File: config.mk
export PLATFORM = sky130hd
export DESIGN_NAME = ex_mem_top
export DESIGN_NICKNAME = d
export VERILOG_FILES = /design/src/rtl/riscv_isa_pkg.sv /design/src/rtl/pipe_pkg.sv /design/src/rtl/ex_stage.sv /design/src/rtl/ex_mem_reg.sv /design/src/rtl/mem_stage.sv /design/src/rtl/stall_ctrl.sv /design/src/rtl/ex_mem_top.sv
export SDC_FILE = /design/constraint.sdc
export NUM_CORES = 1
export LEC_CHECK = 0
export ABC_CLOCK_PERIOD_IN_PS = 12600
export BUFFER_PORTS_ARGS = -buffer_cell sky130_fd_sc_hd__buf_2
export CORE_MARGIN = 2
export CORE_UTILIZATION = 55
export CTS_BUF_LIST = sky130_fd_sc_hd__clkbuf_4 sky130_fd_sc_hd__clkbuf_8 sky130_fd_sc_hd__clkbuf_16
export DETAILED_ROUTE_END_ITERATION = 7
export PLACE_DENSITY = 0.74
export SLEW_MARGIN = 20
export SYNTH_ARGS = -nofsm -noshare
export SYNTH_HDL_FRONTEND = slang
export SYNTH_SLANG_ARGS = --single-unit
File: constraint.sdc
create_clock -name clk_in -period 12.6 [get_ports clk_in]
set_input_delay 2.52 -clock clk_in [delete_from_list [all_inputs] [get_ports clk_in]]
set_output_delay 2.52 -clock clk_in [all_outputs]
set_load 0.02 [all_outputs]
File: src/rtl/riscv_isa_pkg.sv
`default_nettype none

package riscv_isa_pkg;

    // ############################
    // widths
    // ############################

    // register index.
    typedef logic [4:0] reg_addr_t;

    // register data.
    typedef logic [31:0] word_t;

    // pc and branch targets.
    typedef logic [31:0] inst_addr_t;

    // byte address into data memory.
    typedef logic [31:0] data_addr_t;

    // ############################
    // operations
    // ############################

    typedef enum logic [3:0] {
        ADD = 4'd0,
        SUB = 4'd1,
        AND = 4'd2,
        OR  = 4'd3,
        XOR = 4'd4,
        SLT = 4'd5,
        // shifts take rs2[4:0] as the amount.
        SLL = 4'd6,
        SRL = 4'd7,
        BEQ = 4'd8,
        BNE = 4'd9,
        // word accesses only.
        LW  = 4'd10,
        SW  = 4'd11,
        NOP = 4'd12
    } cmd_t;

endpackage

`default_nettype wire

File: src/rtl/pipe_pkg.sv
`default_nettype none

package pipe_pkg;

    import riscv_isa_pkg::*;

    // one operation as issued, operands already read.
    typedef struct packed {
        cmd_t       cmd;
        inst_addr_t pc;
        word_t      rs1;
        word_t      rs2;
        word_t      imm;
        reg_addr_t  rd;
    } issue_t;

    // EX/MEM payload. store data rides in rsd_data.
    typedef struct packed {
        cmd_t       cmdtype;
        reg_addr_t  rsd_addr;
        word_t      rsd_data;
        logic       write_rsd;
        logic       branch;
        inst_addr_t branch_address;
        data_addr_t mem_addr;
        logic       mem_read;
    } ex_mem_t;

    typedef struct packed {
        reg_addr_t rd;
        word_t     data;
    } wb_t;

    // one bit per stage, bit 0 is the front.
    typedef logic [5:0] stall_t;

    localparam int STALL_EX  = 3;
    localparam int STALL_MEM = 4;

endpackage

`default_nettype wire

File: src/rtl/ex_stage.sv
`timescale 1ns/1ps
`default_nettype none

module ex_stage import riscv_isa_pkg::*, pipe_pkg::*; (
    input  logic    clk_in,
    input  logic    reset,
    input  stall_t  stall,
    input  issue_t  issue,
    input  logic    issue_strobe,
    output ex_mem_t ex_out,
    output logic    ex_stall_req
);

    logic       valid;
    logic       shifting;
    logic [4:0] count;
    cmd_t       cmd;
    inst_addr_t pc;
    word_t      op_a;
    word_t      op_b;
    word_t      imm;
    reg_addr_t  rd;
    word_t      result;
    logic       take;
    logic       step;
    logic       frozen;
    logic       taken;

    // all bits set only when rdy_in is low.
    assign frozen = &stall;
    assign take   = issue_strobe && !stall[STALL_EX];
    assign step   = shifting && !frozen && (count != '0);

    assign ex_stall_req = shifting;

    // ############################
    // control
    // ############################

    always_ff @(posedge clk_in) begin
        if (reset) begin
            valid    <= 1'b0;
            shifting <= 1'b0;
            count    <= '0;
        end else begin
            // one idle step at count zero marks the last cycle.
            if (shifting && !frozen && count == '0) begin
                shifting <= 1'b0;
            end
            if (step) begin
                count <= count - 1'b1;
            end
            if (!stall[STALL_EX]) begin
                valid <= issue_strobe;
                if (issue_strobe) begin
                    shifting <= issue.cmd inside {SLL, SRL};
                    count    <= issue.rs2[4:0];
                end
            end
        end
    end

    // working registers.
    always_ff @(posedge clk_in) begin
        if (take) begin
            cmd  <= issue.cmd;
            pc   <= issue.pc;
            op_a <= issue.rs1;
            op_b <= issue.rs2;
            imm  <= issue.imm;
            rd   <= issue.rd;
        end else if (step) begin
            op_a <= (cmd == SLL) ? (op_a << 1) : (op_a >> 1);
        end
    end

    // ############################
    // result
    // ############################

    always_comb begin
        case (cmd)
            ADD:      result = op_a + op_b;
            SUB:      result = op_a - op_b;
            AND:      result = op_a & op_b;
            OR:       result = op_a | op_b;
            XOR:      result = op_a ^ op_b;
            SLT:      result = word_t'($signed(op_a) < $signed(op_b));
            SLL, SRL: result = op_a;
            SW:       result = op_b;
            default:  result = '0;
        endcase
    end

    assign taken = (cmd == BEQ && op_a == op_b) || (cmd == BNE && op_a != op_b);

    always_comb begin
        ex_out.cmdtype        = valid ? cmd : NOP;
        ex_out.rsd_addr       = rd;
        ex_out.rsd_data       = result;
        ex_out.write_rsd      = valid && (cmd inside {ADD, SUB, AND, OR, XOR, SLT,
                                                      SLL, SRL, LW});
        ex_out.branch         = valid && taken;
        ex_out.branch_address = pc + imm;
        ex_out.mem_addr       = op_a + imm;
        ex_out.mem_read       = valid && (cmd == LW);
    end

    // a stall request always belongs to a captured shift.
    assert property (@(posedge clk_in) disable iff (reset)
        ex_stall_req |-> valid && (cmd inside {SLL, SRL}));

endmodule

`default_nettype wire

File: src/rtl/ex_mem_reg.sv
`timescale 1ns/1ps
`default_nettype none

module ex_mem_reg import riscv_isa_pkg::*, pipe_pkg::*; (
    input  logic    clk_in,
    input  logic    reset,
    input  logic    rdy_in,
    input  stall_t  stall,
    input  ex_mem_t ex_out,
    output ex_mem_t mem_in
);

    localparam ex_mem_t BUBBLE = '{
        cmdtype:        NOP,
        rsd_addr:       '0,
        rsd_data:       '0,
        write_rsd:      1'b0,
        branch:         1'b0,
        branch_address: '0,
        mem_addr:       '0,
        mem_read:       1'b0
    };

    // ############################
    // pipeline register
    // ############################

    always_ff @(posedge clk_in) begin
        if (reset) begin
            // cmdtype follows execute even in reset.
            mem_in         <= BUBBLE;
            mem_in.cmdtype <= ex_out.cmdtype;
        end else if (stall[STALL_EX] && !stall[STALL_MEM]) begin
            // execute stalled alone.
            mem_in <= BUBBLE;
        end else if (!stall[STALL_EX] && rdy_in) begin
            mem_in <= ex_out;
        end
    end

    // held operation survives any memory stall untouched.
    assert property (@(posedge clk_in) disable iff (reset)
        stall[STALL_MEM] |=> $stable(mem_in));

endmodule

`default_nettype wire

File: src/rtl/mem_stage.sv
`timescale 1ns/1ps
`default_nettype none

module mem_stage import riscv_isa_pkg::*, pipe_pkg::*; #(
    parameter int DMEM_WORDS = 16
) (
    input  logic       clk_in,
    input  logic       reset,
    input  stall_t     stall,
    input  ex_mem_t    mem_in,
    output logic       mem_stall_req,
    output wb_t        wb,
    output logic       wb_strobe,
    output logic       branch_taken,
    output inst_addr_t branch_target
);

    localparam int IDX_W = $clog2(DMEM_WORDS);

    typedef enum logic {
        IDLE,
        LOAD_WAIT
    } state_t;

    state_t           state;
    word_t            dmem [DMEM_WORDS];
    word_t            load_data;
    logic [IDX_W-1:0] idx;
    logic             frozen;
    logic             retire;

    assign frozen = &stall;
    // word index.
    assign idx    = mem_in.mem_addr[IDX_W+1:2];

    assign mem_stall_req = (state == IDLE) && mem_in.mem_read;
    assign retire        = !frozen && ((state == IDLE && !mem_in.mem_read) ||
                                       state == LOAD_WAIT);

    // ############################
    // load wait fsm
    // ############################

    always_ff @(posedge clk_in) begin
        if (reset) begin
            state <= IDLE;
        end else if (!frozen) begin
            case (state)
                IDLE: begin
                    if (mem_in.mem_read) begin
                        state <= LOAD_WAIT;
                    end
                end
                LOAD_WAIT: state <= IDLE;
                default:   state <= IDLE;
            endcase
        end
    end

    // data memory, read registered.
    always_ff @(posedge clk_in) begin
        if (retire && mem_in.cmdtype == SW) begin
            dmem[idx] <= mem_in.rsd_data;
        end
        if (!frozen && state == IDLE && mem_in.mem_read) begin
            load_data <= dmem[idx];
        end
    end

    // ############################
    // writeback and branch
    // ############################

    always_ff @(posedge clk_in) begin
        if (reset) begin
            wb_strobe    <= 1'b0;
            branch_taken <= 1'b0;
        end else begin
            wb_strobe    <= retire && mem_in.write_rsd;
            branch_taken <= retire && mem_in.branch;
        end
    end

    always_ff @(posedge clk_in) begin
        if (retire) begin
            wb.rd         <= mem_in.rsd_addr;
            wb.data       <= mem_in.mem_read ? load_data : mem_in.rsd_data;
            branch_target <= mem_in.branch_address;
        end
    end

    assert property (@(posedge clk_in) disable iff (reset)
        !(wb_strobe && branch_taken));

endmodule

`default_nettype wire

File: src/rtl/stall_ctrl.sv
`timescale 1ns/1ps
`default_nettype none

module stall_ctrl import pipe_pkg::*; (
    input  logic   rdy_in,
    input  logic   ex_stall_req,
    input  logic   mem_stall_req,
    output stall_t stall
);

    // ############################
    // priority encoder
    // ############################

    // a stage stalls itself and everything in front of it.
    // rdy_in low freezes every stage.
    always_comb begin
        stall = '0;
        for (int i = 0; i < $bits(stall_t); i++) begin
            if (!rdy_in) begin
                stall[i] = 1'b1;
            end else if (mem_stall_req && i <= STALL_MEM) begin
                stall[i] = 1'b1;
            end else if (ex_stall_req && i <= STALL_EX) begin
                stall[i] = 1'b1;
            end
        end
    end

endmodule

`default_nettype wire

File: src/rtl/ex_mem_top.sv
`timescale 1ns/1ps
`default_nettype none

module ex_mem_top import riscv_isa_pkg::*, pipe_pkg::*; #(
    parameter int DMEM_WORDS = 16
) (
    input  logic       clk_in,
    input  logic       reset,
    input  logic       rdy_in,
    input  issue_t     issue,
    input  logic       issue_strobe,
    output logic       ex_busy,
    output wb_t        wb,
    output logic       wb_strobe,
    output logic       branch_taken,
    output inst_addr_t branch_target
);

    ex_mem_t ex_out;
    ex_mem_t mem_in;
    stall_t  stall;
    logic    ex_stall_req;
    logic    mem_stall_req;

    // issue is accepted only with execute free.
    assign ex_busy = stall[STALL_EX];

    ex_stage ex_stage_i (
        .clk_in       (clk_in),
        .reset        (reset),
        .stall        (stall),
        .issue        (issue),
        .issue_strobe (issue_strobe),
        .ex_out       (ex_out),
        .ex_stall_req (ex_stall_req)
    );

    ex_mem_reg ex_mem_reg_i (
        .clk_in (clk_in),
        .reset  (reset),
        .rdy_in (rdy_in),
        .stall  (stall),
        .ex_out (ex_out),
        .mem_in (mem_in)
    );

    mem_stage #(
        .DMEM_WORDS (DMEM_WORDS)
    ) mem_stage_i (
        .clk_in        (clk_in),
        .reset         (reset),
        .stall         (stall),
        .mem_in        (mem_in),
        .mem_stall_req (mem_stall_req),
        .wb            (wb),
        .wb_strobe     (wb_strobe),
        .branch_taken  (branch_taken),
        .branch_target (branch_target)
    );

    stall_ctrl stall_ctrl_i (
        .rdy_in        (rdy_in),
        .ex_stall_req  (ex_stall_req),
        .mem_stall_req (mem_stall_req),
        .stall         (stall)
    );

endmodule

`default_nettype wire

* Word-level counts from Yosys, hierarchy flattened
Memory sizes are Yosys's and may differ from the RTL's. A register that Yosys moved wholly into a read port is not among the register bits. Index checks and enable logic that the tools add are counted. Widths: inputs -> output; s select.
Storage, ports and cells: register bits 324, memory bits (writable) 512, input port bits 141, output and inout bits 72, logic and storage cells 110, memories kept 1
Cells by class: add/sub/neg operators 5, magnitude comparators 1, equal/unequal tests 16, muxes and demuxes 25, bitwise operators 4, reductions and logical operators 35
Memory list:
- mem_stage_i.dmem | depth 16, bits a word 32, read ports 1, clocked after Yosys merged registers in 1, write ports 1, RTL line mem_stage.sv:26 | word_t dmem [DMEM_WORDS];
Operators by type and width (count):
- $mux 108 | 3
- $pmux 32 s8 | 1
- $mux 32 | 4
- $add 32x32->32 | 3
- $and 32x32->32 | 1
- $eq 32x32->1 | 1
- $lt 32x32->1 | 1
- $ne 32x32->1 | 1
- $or 32x32->32 | 1
- $sub 32x32->32 | 1
- $xor 32x32->32 | 1
- $eq 4x3->1 const B | 6
- $eq 4x4->1 const B | 5
- $logic_and 1x1->1 | 19
- $mux 5 | 3
- $mux 1 | 12
- $reduce_bool 9->1 | 1
- $eq 4x2->1 const B | 2
- $logic_not 5->1 | 1
- $reduce_bool 5->1 | 1
- $sub 5x1->5 const B | 1
- $eq 4x1->1 const B | 1
- $logic_not 1->1 | 4
- $logic_not 4->1 | 1
- 8 further kinds | 11

* Longest topological paths before layout
depth after elaboration 11, depth in mapped cells 14

* By module
Synthesis repeated with hierarchy kept, for this count alone.
Unflattened totals: cells, all modules 3043, area, all modules 41295.9 µm²
By module, submodules not included:
- mem_stage | instances 1, cells an instance 968, area each 22808.1 µm², seq. area each 18467.7 µm²
- ex_stage | instances 1, cells an instance 1590, area each 13859.5 µm², seq. area each 4254.1 µm²
- ex_mem_reg | instances 1, cells an instance 479, area each 4585.6 µm², seq. area each 2202.1 µm²
- stall_ctrl | instances 1, cells an instance 6, area each 42.5 µm², seq. area each 0.0 µm²

* Least setup slack after synthesis
Ideal clock, no wire load.
path type input -> register, start point in rdy_in, end point reg ex_stage_i.cmd[0] (enable), data arrival time 6225 ps, data required time 12090 ps, slack 5864 ps, stages 6, buffers on the path 2, cell sequence nand2_1 -> nor2_1 -> nand2_1 -> inv_1 -> clkbuf_1 -> clkbuf_1
On the way: longest elaborated chain between the ends 3
Ends and longest elaborated chain:
- from (decl) | RTL line ex_mem_top.sv:9 | input logic rdy_in,
- $mux 1 | RTL line stall_ctrl.sv:20 | if (!rdy_in) begin
- $logic_not 1->1 | RTL line ex_stage.sv:31 | assign take = issue_strobe && !stall[STALL_EX];
- $logic_and 1x1->1 | RTL line ex_stage.sv:31
- via ex_stage_i.take | RTL line ex_stage.sv:24 | logic take;
- to (signal assigned) | RTL line ex_stage.sv:66 | cmd <= issue.cmd;
- to (decl) | RTL line ex_stage.sv:17 | cmd_t cmd;
The timed path passes the listed nets, and every way through them passes these cells. A chain may end at the register's enable or synchronous reset.

* Final worst setup path
start point in rdy_in, end point out ex_busy
On the way: longest elaborated chain between the ends 1
Ends and longest elaborated chain:
- $mux 1 | RTL line stall_ctrl.sv:20
- to (decl) | RTL line ex_mem_top.sv:12 | output logic ex_busy,
No other way between the ends.

==> impl_metrics.py <==
metrics = {
    "timing": {
        "slew_viol_final": 0,
        "worst_pin_slew_ps": 1120,
        "maxSlewHeadroom": 0.250,
        "setup_viol": 0,
        "period_share": 0.485,
        "rsz0062_at_grt": "false",
        "fin_skew_ps": 32.8,
        "fin_tns_setup_ps": 0,
        "hold_viol_final": 0,
        "min_period_ps": 6110,
        "fmax_mhz": 164,
    },
    "placed_design": {
        "place_inst": 3498,
        "detailed_place_hpwl_mm": 61.1,
        "portBuffers": 212,
        "gp_congestion": 0.938,
    },
    "cells_and_area": {
        "nFillCells": 4721,
        "drive_gt1_frac": 0.234,
        "syn_to_final_growth_pct": 13.8,
        "stdcell_count": 3663,
        "fin_nets": 3004,
    },
    "route": {
        "vias": 23400,
        "detailedRoute.firstIterationViolations": 2894,
        "routed_wirelength_mm": 97.3,
        "drt.antenna.violating_nets": 0,
        "drt_drc_violations_left": 0,
        "drt-vias-per-instance": 6.38,
        "wl_per_cell_um": 26.6,
        "first_pass_iters": 6,
    },
    "floorplanning": {
        "dieHeight_um": 265,
        "core_mm2": 0.0674,
        "dieArea_mm2": 0.0704,
        "die_x_um": 265,
        "rows": 95,
        "ios": 213,
        "initial_core_util": 0.557,
    },
    "clock_network": {
        "cts_sinks": 840,
        "cts_buffers": 84,
        "cts.htree.levels": 3,
        "clkTransAtPathRegs_ps": 60,
        "clk_latency_ps": 670,
        "clk_path_buf_depth": 3,
        "cts_hold_buf": 0,
        "cts_tree": "yes",
        "cts_resized": 0,
        "cts_root_buffer": "clkbuf_16",
        "cts_setup_buffers": 0,
    },
    "synthesis": {
        "synth_area_mm2": 0.0376,
        "synthArstFlopShare": 0,
        "netlist_instances": 2505,
        "ys_warn_count": 0,
        "synth_area_per_cell_um2": 15.0,
        "ys.flop_type": "edfxtp_1",
        "synth_cell_types": 92,
        "synth_seq_cells": 840,
        "synth_edf_count": 754,
        "syn_nets": 2795,
        "synth-seq-area-share": 0.649,
    },
    "critical_path": {
        "cpMaxStageDelayCell": "nand2_1",
        "cp_max_fo": 11,
        "worstPathCellList": "buf_2, nand2_1, nor2_4, clkinv_1, buf_2",
        "worst_path_most_repeated_cell": "buf_2",
        "end_kind": "primary output",
        "critical_path.max_stage_delay_ps": 340,
        "crit_type": "input port to primary output",
        "critPathRequiredTime_ps": 10080,
        "startpoint_type": "input port",
        "crit_arrival_ps": 3590,
    },
    "run_status": {
        "status": "complete, no violations",
    },
    "global_routing": {
        "grt_pass1_vias": 23200,
        "groute.usage.overall": 0.275,
        "grt_antenna_before_repair": 4,
        "grt_overflow": 0,
        "grt_max_degree": 98,
        "grt_pass1_wl_mm": 146,
    },
    "pwr": {
        "worst_ir_drop_vdd_mv": 0.105,
        "power.density_mw_per_mm2": 149,
        "p_leak_nw": 14.6,
    },
    "min_path": {
        "min_path_type": "register to register",
    },
    "job": {
        "drv_cap": 0,
    },
}
## final timing paths
| check | from | to | slack, ps | cells past startpoint |
|---|---|---|---|---|
| setup / recovery | rdy_in | ex_busy | 6490 | 5 |
| hold / removal | ex_mem_reg_i.mem_in[41] | mem_stage_i.branch_target[8] | 430 | 0 |
| setup reg to reg | ex_mem_reg_i.mem_in[0] | ex_stage_i.op_a[25] | 8160 | 8 |
| hold reg to reg | ex_mem_reg_i.mem_in[41] | mem_stage_i.branch_target[8] | 430 | 0 |
## area by class of cell
class,instances,area (um2),area share
sequential,840,24400,0.570
clock buffer,110,2370,0.0555
timing repair buffer,253,1420,0.0333
multi-input combinational,1424,12400,0.291
clock inverter,48,594,0.0139
tap,873,1090,0.0256
antenna,4,10.0,0.000234
inverter,111,424,0.00993
## critical path, delay by kind of cell
family	cells	cell delay (ps)
and+or+nand+nor	2	550
buffers and inverters	3	510
## synthesized netlist by cell type (13+ instances only)
master / number / share of area
a211oi_1: 15 / 0.0030
a21o_1: 29 / 0.0058
a21oi_1: 182 / 0.024
a221oi_1: 19 / 0.0044
a22oi_1: 16 / 0.0032
a31oi_1: 16 / 0.0027
buf_1: 18 / 0.0018
clkbuf_1: 99 / 0.0099
dfxtp_1: 86 / 0.046
edfxtp_1: 754 / 0.60
ha_1: 146 / 0.049
inv_1: 102 / 0.010
mux2_2: 33 / 0.0099
mux2i_1: 34 / 0.0091
mux4_2: 160 / 0.096
nand2_1: 148 / 0.015
nand2b_1: 19 / 0.0032
nand3_1: 17 / 0.0023
nand4_1: 13 / 0.0022
nor2_1: 116 / 0.012
nor2b_1: 16 / 0.0027
nor3_1: 37 / 0.0049
o211ai_1: 23 / 0.0046
o21ai_0: 155 / 0.021
o21bai_1: 19 / 0.0038
xnor2_1: 31 / 0.0072
xor2_1: 17 / 0.0040
## metrics by stage
step | instance area, um2 | hold WS [ps] | setup WS [ps] | power (mW) | utilization
finish | 42700 | 427 | 6490 | 6.35 | 0.634
floorplan | 37600 | 403 | 5860 | 3.57 | -
global route | 42700 | 428 | 6430 | 6.53 | 0.634
CTS | 42600 | 425 | 6530 | 6.39 | 0.633
global placement | 39700 | 407 | 6550 | 3.74 | 0.589
detailed placement | 39700 | 408 | 6380 | 3.75 | 0.589
## report_power, final
| group | internal (mW) | leakage [nW] | total (mW) | switching, mW |
|---|---|---|---|---|
| clock | 1.55 | 1.48 | 2.65 | 1.10 |
| sequential | 3.09 | 7.35 | 3.16 | 0.0710 |
| combinational | 0.215 | 5.78 | 0.536 | 0.321 |
## layer usage
metal / track usage / routed length, um / vias up
met1: 0.382 / 39400 / 11800
met3: 0.0378 / 6940 / 197
li1: - / - / 10200
met4: 0.0855 / 2920 / 0
met5: 0 / 0 / -
met2: 0.456 / 48100 / 1137
## cell usage in the layout (no fill, tap or decap), drive strengths merged, types with 25 or more instances in the layout
cell type	count
mux2i	34
nand2	148
o21ai	156
mux4	160
nor2	117
a21o	29
clkbuf	110
dfxtp	86
edfxtp	754
mux2	33
inv	111
xnor2	31
nor3	39
o211ai	25
buf	253
ha	146
clkinv	36
a21oi	184
## cell families after synthesis
logic type                 Yosys count  synth area share
buffers and inverters              241            0.0246
DFF                                840             0.649
AOI/OAI and AO/OA                  581            0.0988
adders and majority gates          149            0.0502
muxes                              227             0.115
and+or+nand+nor                    419            0.0518
xor gates and xnor gates            48            0.0112
## state kept, by name, indices dropped and copies added, names as in the netlist, 4 cells and up
register / cells
mem_stage_i.dmem: 512
ex_mem_reg_i.mem_in: 80
mem_stage_i.wb: 37
ex_stage_i.imm: 32
ex_stage_i.op_a: 32
ex_stage_i.op_b: 32
ex_stage_i.pc: 32
mem_stage_i.branch_target: 32
mem_stage_i.load_data: 32
ex_stage_i.count: 5
ex_stage_i.rd: 5
ex_stage_i.cmd: 4
(Power assumes the default switching activity.)
